## config.mk

```make
export PLATFORM = sky130hd
export DESIGN_NAME = jtag_tap_top
export DESIGN_NICKNAME = d
export VERILOG_FILES = /design/src/logic/jtag_pkg.sv /design/src/logic/tap_fsm.sv /design/src/logic/tap_ir.sv /design/src/logic/bsr_cell.sv /design/src/logic/tap_tdo_path.sv /design/src/logic/jtag_tap_top.sv
export SDC_FILE = /design/constraint.sdc
export NUM_CORES = 1
export LEC_CHECK = 0
export ABC_AREA = 1
export BUFFER_PORTS_ARGS = -buffer_cell sky130_fd_sc_hd__buf_2
export CORE_MARGIN = 1
export CORE_UTILIZATION = 48
export DETAILED_ROUTE_END_ITERATION = 12
export HOLD_SLACK_MARGIN = 0.08
export PLACE_DENSITY = 0.64
export REMOVE_ABC_BUFFERS = 1
export SYNTH_ARGS = -nofsm -noshare
export SYNTH_HDL_FRONTEND = slang
export SYNTH_SLANG_ARGS = --single-unit
```

## constraint.sdc

```tcl
create_clock -name tck -period 9.8 [get_ports tck]
set_clock_uncertainty 0.2 [all_clocks]
set_input_delay 0.98 -clock tck [delete_from_list [all_inputs] [get_ports tck]]
set_output_delay 0.98 -clock tck [all_outputs]
set_load 0.01 [all_outputs]
```

## src/logic/jtag_pkg.sv

```systemverilog
package jtag_pkg;

  ////////////////////////////////////////
  // TAP controller states
  ////////////////////////////////////////

  // Standard 1149.1 state encoding
  typedef enum logic [3:0] {
    exit2_dr         = 4'h0,
    exit1_dr         = 4'h1,
    shift_dr         = 4'h2,
    pause_dr         = 4'h3,
    select_ir_scan   = 4'h4,
    update_dr        = 4'h5,
    capture_dr       = 4'h6,
    select_dr_scan   = 4'h7,
    exit2_ir         = 4'h8,
    exit1_ir         = 4'h9,
    shift_ir         = 4'hA,
    pause_ir         = 4'hB,
    run_test_idle    = 4'hC,
    update_ir        = 4'hD,
    capture_ir       = 4'hE,
    test_logic_reset = 4'hF
  } tap_state_t;

  ////////////////////////////////////////
  // Instructions and identification
  ////////////////////////////////////////

  localparam int INSTR_W = 5;

  typedef logic [INSTR_W-1:0] instr_t;
  typedef logic [31:0]        idcode_t;

  localparam instr_t OP_BYPASS  = 5'b11111;
  localparam instr_t OP_IDCODE  = 5'b00001;
  localparam instr_t OP_SAMPLE  = 5'b00010;
  localparam instr_t OP_PRELOAD = 5'b00011;
  localparam instr_t OP_EXTEST  = 5'b00101;

  // Fixed pattern seen in Capture-IR, low bits 01 as required
  localparam instr_t IR_CAPTURE = 5'b00001;

  localparam idcode_t DEFAULT_IDCODE = 32'hDEADBEEF;

endpackage

```

## src/logic/tap_fsm.sv

```systemverilog
`timescale 1ns/1ps

module tap_fsm (
  input  logic                 tck,
  input  logic                 rst_n,
  input  logic                 tms_i,
  output jtag_pkg::tap_state_t state_o,
  output logic                 capture_dr_o,
  output logic                 shift_dr_o,
  output logic                 update_dr_o,
  output logic                 capture_ir_o,
  output logic                 shift_ir_o,
  output logic                 update_ir_o,
  output logic                 tlr_o
);

  import jtag_pkg::*;

  tap_state_t state_q;
  tap_state_t state_d;

  ////////////////////////////////////////
  // Next state
  ////////////////////////////////////////

  always_comb begin
    unique case (state_q)
      test_logic_reset: state_d = tms_i ? test_logic_reset : run_test_idle;
      run_test_idle:    state_d = tms_i ? select_dr_scan   : run_test_idle;

      // DR branch
      select_dr_scan:   state_d = tms_i ? select_ir_scan   : capture_dr;
      capture_dr:       state_d = tms_i ? exit1_dr         : shift_dr;
      shift_dr:         state_d = tms_i ? exit1_dr         : shift_dr;
      exit1_dr:         state_d = tms_i ? update_dr        : pause_dr;
      pause_dr:         state_d = tms_i ? exit2_dr         : pause_dr;
      exit2_dr:         state_d = tms_i ? update_dr        : shift_dr;
      update_dr:        state_d = tms_i ? select_dr_scan   : run_test_idle;

      // IR branch, TMS high here falls back to reset
      select_ir_scan:   state_d = tms_i ? test_logic_reset : capture_ir;
      capture_ir:       state_d = tms_i ? exit1_ir         : shift_ir;
      shift_ir:         state_d = tms_i ? exit1_ir         : shift_ir;
      exit1_ir:         state_d = tms_i ? update_ir        : pause_ir;
      pause_ir:         state_d = tms_i ? exit2_ir         : pause_ir;
      exit2_ir:         state_d = tms_i ? update_ir        : shift_ir;
      update_ir:        state_d = tms_i ? select_dr_scan   : run_test_idle;
      default:          state_d = test_logic_reset;
    endcase
  end

  always_ff @(posedge tck or negedge rst_n) begin
    if (!rst_n) begin
      state_q <= test_logic_reset;
    end else begin
      state_q <= state_d;
    end
  end

  ////////////////////////////////////////
  // State strobes
  ////////////////////////////////////////

  assign state_o      = state_q;
  assign capture_dr_o = (state_q == capture_dr);
  assign shift_dr_o   = (state_q == shift_dr);
  assign update_dr_o  = (state_q == update_dr);
  assign capture_ir_o = (state_q == capture_ir);
  assign shift_ir_o   = (state_q == shift_ir);
  assign update_ir_o  = (state_q == update_ir);
  assign tlr_o        = (state_q == test_logic_reset);

  // Controller leaves reset sitting in Test-Logic-Reset
  a_reset_state: assert property (
    @(posedge tck) $rose(rst_n) |-> state_q == test_logic_reset
  );

  // Five TMS ones reach reset from anywhere
  a_tms_reset: assert property (
    @(posedge tck) disable iff (!rst_n)
    tms_i [*5] |=> state_q == test_logic_reset
  );

endmodule

```

## src/logic/tap_ir.sv

```systemverilog
`timescale 1ns/1ps

module tap_ir (
  input  logic tck,
  input  logic rst_n,
  input  logic tdi_i,
  input  logic capture_ir_i,
  input  logic shift_ir_i,
  input  logic update_ir_i,
  input  logic tlr_i,
  output logic ir_tdo_o,
  output logic bypass_sel_o,
  output logic idcode_sel_o,
  output logic bsr_sel_o,
  output logic extest_o
);

  import jtag_pkg::*;

  instr_t ir_shift_q;
  instr_t instr_q;

  // Shift stage, tdi enters at the top
  always_ff @(posedge tck) begin
    if (capture_ir_i) begin
      ir_shift_q <= IR_CAPTURE;
    end else if (shift_ir_i) begin
      ir_shift_q <= {tdi_i, ir_shift_q[INSTR_W-1:1]};
    end
  end

  assign ir_tdo_o = ir_shift_q[0];

  // Instruction latch on the falling edge
  always_ff @(negedge tck or negedge rst_n) begin
    if (!rst_n) begin
      instr_q <= OP_IDCODE;
    end else if (tlr_i) begin
      instr_q <= OP_IDCODE;
    end else if (update_ir_i) begin
      instr_q <= ir_shift_q;
    end
  end

  ////////////////////////////////////////
  // Decode
  ////////////////////////////////////////

  always_comb begin
    bypass_sel_o = 1'b0;
    idcode_sel_o = 1'b0;
    bsr_sel_o    = 1'b0;
    extest_o     = 1'b0;
    case (instr_q)
      OP_IDCODE:              idcode_sel_o = 1'b1;
      OP_SAMPLE, OP_PRELOAD:  bsr_sel_o    = 1'b1;
      OP_EXTEST: begin
        bsr_sel_o = 1'b1;
        extest_o  = 1'b1;
      end
      // BYPASS and every unknown opcode
      default:                bypass_sel_o = 1'b1;
    endcase
  end

  a_one_sel: assert property (
    @(posedge tck) disable iff (!rst_n)
    $onehot({bypass_sel_o, idcode_sel_o, bsr_sel_o})
  );

endmodule

```

## src/logic/bsr_cell.sv

```systemverilog
`timescale 1ns/1ps

module bsr_cell (
  input  logic tck,
  input  logic rst_n,
  input  logic capture_i,
  input  logic shift_i,
  input  logic update_i,
  input  logic bsr_sel_i,
  input  logic extest_i,
  input  logic scan_i,
  input  logic pin_i,
  input  logic core_i,
  output logic scan_o,
  output logic pin_o
);

  logic capture_q;
  logic update_q;

  // Capture/shift stage
  always_ff @(posedge tck) begin
    if (bsr_sel_i) begin
      if (capture_i) begin
        capture_q <= pin_i;
      end else if (shift_i) begin
        capture_q <= scan_i;
      end
    end
  end

  // Update stage, stable while shifting
  always_ff @(negedge tck or negedge rst_n) begin
    if (!rst_n) begin
      update_q <= 1'b0;
    end else if (update_i && bsr_sel_i) begin
      update_q <= capture_q;
    end
  end

  assign scan_o = capture_q;
  assign pin_o  = extest_i ? update_q : core_i;

  a_cap_shift: assert property (
    @(posedge tck) disable iff (!rst_n) !(capture_i && shift_i)
  );

endmodule

```

## src/logic/tap_tdo_path.sv

```systemverilog
`timescale 1ns/1ps

module tap_tdo_path #(
  parameter jtag_pkg::idcode_t IDCODE_VALUE = jtag_pkg::DEFAULT_IDCODE
) (
  input  logic tck,
  input  logic rst_n,
  input  logic tdi_i,
  input  logic capture_dr_i,
  input  logic shift_dr_i,
  input  logic shift_ir_i,
  input  logic tlr_i,
  input  logic bypass_sel_i,
  input  logic idcode_sel_i,
  input  logic bsr_sel_i,
  input  logic ir_tdo_i,
  input  logic bsr_tdo_i,
  output logic tdo_o
);

  import jtag_pkg::*;

  logic    bypass_q;
  idcode_t idcode_q;
  logic    tdo_d;
  logic    tdo_q;

  ////////////////////////////////////////
  // Data registers
  ////////////////////////////////////////

  // Bypass captures a zero
  always_ff @(posedge tck or negedge rst_n) begin
    if (!rst_n) begin
      bypass_q <= 1'b0;
    end else if (tlr_i) begin
      bypass_q <= 1'b0;
    end else if (bypass_sel_i) begin
      if (capture_dr_i) begin
        bypass_q <= 1'b0;
      end else if (shift_dr_i) begin
        bypass_q <= tdi_i;
      end
    end
  end

  always_ff @(posedge tck) begin
    if (idcode_sel_i) begin
      if (capture_dr_i) begin
        idcode_q <= IDCODE_VALUE;
      end else if (shift_dr_i) begin
        idcode_q <= {tdi_i, idcode_q[$bits(idcode_t)-1:1]};
      end
    end
  end

  ////////////////////////////////////////
  // TDO select and output flop
  ////////////////////////////////////////

  always_comb begin
    if (shift_ir_i) begin
      tdo_d = ir_tdo_i;
    end else if (bypass_sel_i) begin
      tdo_d = bypass_q;
    end else if (idcode_sel_i) begin
      tdo_d = idcode_q[0];
    end else if (bsr_sel_i) begin
      tdo_d = bsr_tdo_i;
    end else begin
      tdo_d = 1'b0;
    end
  end

  // Falling edge, half a cycle after the shift
  always_ff @(negedge tck or negedge rst_n) begin
    if (!rst_n) begin
      tdo_q <= 1'b0;
    end else if (shift_ir_i || shift_dr_i) begin
      tdo_q <= tdo_d;
    end
  end

  assign tdo_o = tdo_q;

endmodule

```

## src/logic/jtag_tap_top.sv

```systemverilog
`timescale 1ns/1ps

module jtag_tap_top #(
  parameter int                N_CELLS      = 8,
  parameter jtag_pkg::idcode_t IDCODE_VALUE = jtag_pkg::DEFAULT_IDCODE
) (
  input  logic               tck,
  input  logic               rst_n,
  input  logic               tms_i,
  input  logic               tdi_i,
  input  logic [N_CELLS-1:0] pin_i,
  input  logic [N_CELLS-1:0] core_i,
  output logic               tdo_o,
  output logic [N_CELLS-1:0] pin_o
);

  logic cap_dr;
  logic sh_dr;
  logic upd_dr;
  logic cap_ir;
  logic sh_ir;
  logic upd_ir;
  logic tlr;
  logic ir_tdo;
  logic bypass_sel;
  logic idcode_sel;
  logic bsr_sel;
  logic extest;

  // tdi enters at the top, cell 0 drains to TDO
  logic [N_CELLS:0] scan_chain;

  ////////////////////////////////////////
  // Controller and instruction register
  ////////////////////////////////////////

  tap_fsm tap_fsm_inst (
    .tck          (tck),
    .rst_n        (rst_n),
    .tms_i        (tms_i),
    .state_o      (),
    .capture_dr_o (cap_dr),
    .shift_dr_o   (sh_dr),
    .update_dr_o  (upd_dr),
    .capture_ir_o (cap_ir),
    .shift_ir_o   (sh_ir),
    .update_ir_o  (upd_ir),
    .tlr_o        (tlr)
  );

  tap_ir tap_ir_inst (
    .tck          (tck),
    .rst_n        (rst_n),
    .tdi_i        (tdi_i),
    .capture_ir_i (cap_ir),
    .shift_ir_i   (sh_ir),
    .update_ir_i  (upd_ir),
    .tlr_i        (tlr),
    .ir_tdo_o     (ir_tdo),
    .bypass_sel_o (bypass_sel),
    .idcode_sel_o (idcode_sel),
    .bsr_sel_o    (bsr_sel),
    .extest_o     (extest)
  );

  ////////////////////////////////////////
  // Boundary-scan chain
  ////////////////////////////////////////

  assign scan_chain[N_CELLS] = tdi_i;

  for (genvar k = 0; k < N_CELLS; k++) begin : g_cell
    bsr_cell bsr_cell_inst (
      .tck       (tck),
      .rst_n     (rst_n),
      .capture_i (cap_dr),
      .shift_i   (sh_dr),
      .update_i  (upd_dr),
      .bsr_sel_i (bsr_sel),
      .extest_i  (extest),
      .scan_i    (scan_chain[k+1]),
      .pin_i     (pin_i[k]),
      .core_i    (core_i[k]),
      .scan_o    (scan_chain[k]),
      .pin_o     (pin_o[k])
    );
  end

  tap_tdo_path #(
    .IDCODE_VALUE (IDCODE_VALUE)
  ) tap_tdo_path_inst (
    .tck          (tck),
    .rst_n        (rst_n),
    .tdi_i        (tdi_i),
    .capture_dr_i (cap_dr),
    .shift_dr_i   (sh_dr),
    .shift_ir_i   (sh_ir),
    .tlr_i        (tlr),
    .bypass_sel_i (bypass_sel),
    .idcode_sel_i (idcode_sel),
    .bsr_sel_i    (bsr_sel),
    .ir_tdo_i     (ir_tdo),
    .bsr_tdo_i    (scan_chain[0]),
    .tdo_o        (tdo_o)
  );

endmodule

```

* Word level (Yosys, flattened, before mapping) *
Index checks and enable logic that the tools add are counted.

storage, ports and cells
  register bits after elaboration = 64
  output and inout port bits = 9
  logic and storage cells = 106

cells by class
  equal/unequal tests = 20
  multiplexer cells = 50
  reduce and logical (&&, ||, !) cells = 14

operator list
  operator            number
  $pmux 4 s12         1
  $mux 1              35
  $eq 4x4->1 const B  8
  $mux 32             1
  $eq 4x3->1 const B  4
  $mux 2              6
  $mux 3              4
  $eq 5x2->1 const B  2
  $mux 5              2
  $eq 4x2->1 const B  2
  $reduce_and 2->1    3
  $reduce_or 3->1     2
  $eq 5x1->1 const B  1
  $eq 5x3->1 const B  1
  $eq 4x1->1 const B  1
  $logic_not 4->1     1
  $mux 4              1
  $reduce_bool 2->1   2
  $reduce_or 2->1     2
  $reduce_or 4->1     1
  $reduce_bool 3->1   1
  $ne 2x1->1 const B  1
  $logic_and 1x1->1   1
  $logic_or 1x1->1    1

* Longest topological paths before layout *
  word-level depth = 7
  depth in mapped cells = 9
  gate-level depth less buffers = 8

* By module *
A second synthesis with hierarchy kept.

second synthesis, totals
  cell total of the unflattened synthesis = 319
  area total of the unflattened synthesis = 2937.8 um^2

modules (own cells, without submodules)
  module        instances  cells each  area each (um^2)  sequential area each (um^2)
  tap_tdo_path  1          98          1325.0            1011.0
  bsr_cell      8          15          107.6             55.1
  tap_ir        1          53          424.2             226.5
  tap_fsm       1          48          327.8             105.1

==> key figures <==
Critical path
  – Kind of start point of the critical path: register
  – Critical Path RT: 8620 ps
  – RR Endpoint: g_cell[1].bsr_cell_inst.scan_o
  – Start of the worst register-to-register path: tap_ir_inst.instr_q[0]
  – Critical Path Sink Type: output port
  – Path type of the worst setup path: reg2out
  – Cells on worst reg2reg path: 4
  – Critical path peak fanout: 10
  – Slack of the worst reg-to-reg path: 2820 ps
  – Signal arrival time at the worst endpoint: 6540 ps

Final layout
  – Area taken by flip-flops and latches: 1780 um2
  – Net total in the final layout: just over 300
  – Area growth from synthesis to layout: 10.2%
  – N_diodes: 0
  – Area of the multi-input gates: just over 800 um2
  – Fraction of final layout cells with drive strength greater than 1: between 30% and 40%
  – Fill cells: 501
  – Final Instance Count excl. Fillers: around 370
  – Cell area after layout: around 3200 um2

Power
  – Worst supply voltage drop on vdd: roughly 0.14 mV
  – Leakage power: about 1.4 nW
  – PwrDens: between 300 and 400 nW/um2

Synthesis
  – Sequential-to-total area share from yosys stat: between 60% and 70%
  – Mean area per synthesized cell: roughly 11 um2
  – Syn Inst Count: roughly 260
  – Post-synth EDFFs: 40
  – Leading cell types by count after synthesis: sky130_fd_sc_hd__edfxtp_1 (40), sky130_fd_sc_hd__inv_1 (40), sky130_fd_sc_hd__nand2_1 (29)
  – Dominant synthesized flop cell: sky130_fd_sc_hd__edfxtp_1
  – Largest area contributor in the netlist: sky130_fd_sc_hd__edfxtp_1
  – Synth warn: 0
  – Async set-reset flop share out of synthesis: between 20 and 30%
  – Summed instance area of the synthesized netlist: 2890 um2
  – Total of flip-flops plus latches after synthesis: 64
  – Synth top area cells: sky130_fd_sc_hd__edfxtp_1 (42%), sky130_fd_sc_hd__dfrtn_1 (11%), sky130_fd_sc_hd__inv_1 (5.2%)
  – Yosys top cell area share: ~42%
  – Post-synth cell types: 31

Worst hold path
  – Destination of the worst hold path: g_cell[0].bsr_cell_inst.update_q
  – Min-Delay Path Class: reg2reg
  – Hold path start: g_cell[0].bsr_cell_inst.update_q
  – Count of cells along the worst hold path: 2

STA
  – Max-slew headroom: between 40 and 50%
  – Final Hold Fails: 0
  – Final setup fails: 0
  – Post-route setup TNS: 0 ps
  – Min Hold Slack: 217 ps
  – Unrepaired setup endpoints after global routing: no
  – Transition time at the pin with the least slew margin: ~780 ps
  – Final Max Tran Viols: 0

CTS
  – Maximum count of clock buffers along a single path: 2
  – Worst skew pair latency: 370 ps
  – TritonCTS clock tree: done
  – Count of clock tree sinks: 64
  – Clock transition at path regs: around 50 ps
  – Post CTS Setup Buffer Count: 0
  – Gates resized, CTS repair: 0
  – Cell at the root of the clock tree: sky130_fd_sc_hd__clkbuf_8
  – H-Tree Level Count: 3
  – Number of hold-repair buffers added at the cts stage: 0
  – Number of buffers inserted during clock tree synthesis: 9

Placed design
  – Count of input and output buffers: 28
  – DPL Wire Length: between 3000 and 4000 um
  – RD Place Congestion: a little under 0.8
  – Instance area at placement: 3010 um2
  – # placed instances: about 350

Global route
  – First-pass GRT wire length: around 7800 um
  – Total global routing track utilization: 16.7%
  – Global route total overflow: 0
  – Pin count of the biggest net entering global routing: 33
  – Vias in the first global route: approximately 1600
  – Initial antenna violation count: 0

Floorplanning
  – Starting density of the core: 51.2%
  – I/O pins: 29
  – Die width: 79.6 um
  – Row Count: 27
  – Chip height: 79.6 um
  – Area of the core: ~5600 um2
  – Overall die area: ~6300 um2

Routing
  – Residual antenna-violating net count after detailed routing: 0
  – Number of design-rule violations left by the first detailed-router iteration: between 70 and 80
  – Average routed wire per standard cell: approximately 12 um
  – WL final: 4570 um
  – Total number of vias: between 1500 and 2000
  – Routed vias/inst: a little under 5
  – DRC Markers: 0
  – Total iterations of the first detailed-routing run: 4

Flow run
  – Max-capacitance violation count: 0

Status
  – Outcome: finished clean
[registers in the layout, summed over array words and instances, names as in the netlist]
register and cells:
g_cell.bsr_cell_inst.update_q 8, tap_fsm_inst.state_o 4, g_cell.bsr_cell_inst.scan_o 8, tap_tdo_path_inst.tdo_o 1, tap_tdo_path_inst.bypass_q 1, tap_tdo_path_inst.idcode_q 32
tap_ir_inst.ir_shift_q 5, tap_ir_inst.instr_q 5
[logic make-up (layout without fill, tap and decap cells)]
group	count (synthesis)	after routing	synth area share, %
buffers and inverters	56	88	10.1
AO/OA/AOI/OAI	37	37	7.84
AND/OR/NAND/NOR	98	98	17.2
flip-flops	64	64	61.7
multiplexers	8	8	3.12
[per-stage QoR]
stage               total power, mW  utilization (%)  setup slack (ps)
floorplan                     0.733                -              1340
global placement              0.811             53.4              2470
detailed placement            0.822             53.4              2460
CTS                            1.02             56.4              2060
global route                   1.09             56.4              1990
finish                         1.01             56.4              2080
[worst max-delay path, cell delays in order, from the launching register on]
cell and delay [ps]:
sky130_fd_sc_hd__dfstp_2 540, sky130_fd_sc_hd__nand2_2 70, sky130_fd_sc_hd__nor2_4 100, sky130_fd_sc_hd__nand2_4 120, sky130_fd_sc_hd__mux2_2 290, sky130_fd_sc_hd__buf_2 140
[layout make-up]
cell class,instances,area share [%]
flip-flops and latches,64,56.0
multi-input cells,143,25.8
inverters,41,4.92
repair buffers,30,4.88
clock inverters,8,1.61
clock buffers,9,3.89
well taps,72,2.83
[worst max-delay path by stage]
stage / startpoint / end / slack [ps] / depth (start not counted)
floorplan: tap_ir_inst.instr_q[3] / tap_tdo_path_inst.idcode_q[0] / 1340 / 3
global placement: tap_ir_inst.instr_q[0] / pin_o[6] / 2470 / 5
detailed placement: tap_ir_inst.instr_q[0] / pin_o[4] / 2460 / 5
CTS: tap_ir_inst.instr_q[0] / pin_o[4] / 2060 / 5
global route: tap_ir_inst.instr_q[0] / pin_o[4] / 1990 / 5
finish: tap_ir_inst.instr_q[0] / pin_o[4] / 2080 / 5
[report_power, final]
| part | internal (mW) | switching [mW] | total [mW] | leakage, nW |
|---|---|---|---|---|
| logic | 0.126 | 0.207 | 0.333 | 0.638 |
| registers | 0.434 | 0.0423 | 0.476 | 0.645 |
| clock network | 0.0918 | 0.105 | 0.197 | 0.0885 |
[metal layers]
| metal | global-route usage (%) | vias up | wire, um |
|---|---|---|---|
| met5 | 0 | - | 0 |
| met4 | 5.45 | 0 | 64 |
| met3 | 5.83 | 8 | 236 |
| met2 | 24.6 | 45 | 2070 |
| met1 | 22.8 | 824 | 2200 |
| li1 | - | 906 | - |
[placed cells by master, fill, tap and decap left out]
master / instances
sky130_fd_sc_hd__nand4_1: 1
sky130_fd_sc_hd__dfxtp_1: 5
sky130_fd_sc_hd__clkbuf_8: 9
sky130_fd_sc_hd__inv_4: 1
sky130_fd_sc_hd__o21ai_0: 15
sky130_fd_sc_hd__inv_6: 1
sky130_fd_sc_hd__edfxtp_1: 40
sky130_fd_sc_hd__clkinv_4: 2
sky130_fd_sc_hd__nand2_4: 3
sky130_fd_sc_hd__inv_1: 40
sky130_fd_sc_hd__dfrtp_1: 1
sky130_fd_sc_hd__o211ai_1: 1
sky130_fd_sc_hd__o22ai_1: 8
sky130_fd_sc_hd__dfstp_2: 5
sky130_fd_sc_hd__mux2_2: 8
sky130_fd_sc_hd__dfrtn_1: 13
sky130_fd_sc_hd__clkinv_1: 1
sky130_fd_sc_hd__nor2_2: 3
sky130_fd_sc_hd__nand2_2: 4
sky130_fd_sc_hd__clkinv_2: 1
sky130_fd_sc_hd__buf_2: 28
sky130_fd_sc_hd__buf_4: 2
sky130_fd_sc_hd__clkinvlp_4: 1
sky130_fd_sc_hd__a21oi_1: 5
sky130_fd_sc_hd__inv_2: 1
sky130_fd_sc_hd__nor3_1: 3
sky130_fd_sc_hd__nor3_2: 1
sky130_fd_sc_hd__o21ai_2: 7
sky130_fd_sc_hd__clkinvlp_2: 1
sky130_fd_sc_hd__nand2_1: 29
sky130_fd_sc_hd__nand3_4: 1
sky130_fd_sc_hd__or2_2: 13
sky130_fd_sc_hd__or2_1: 10
sky130_fd_sc_hd__o31ai_1: 1
sky130_fd_sc_hd__nor2_1: 24
sky130_fd_sc_hd__nand3_1: 5
sky130_fd_sc_hd__nor2_4: 1
No activity file was read; power rests on OpenSTA's default activity.
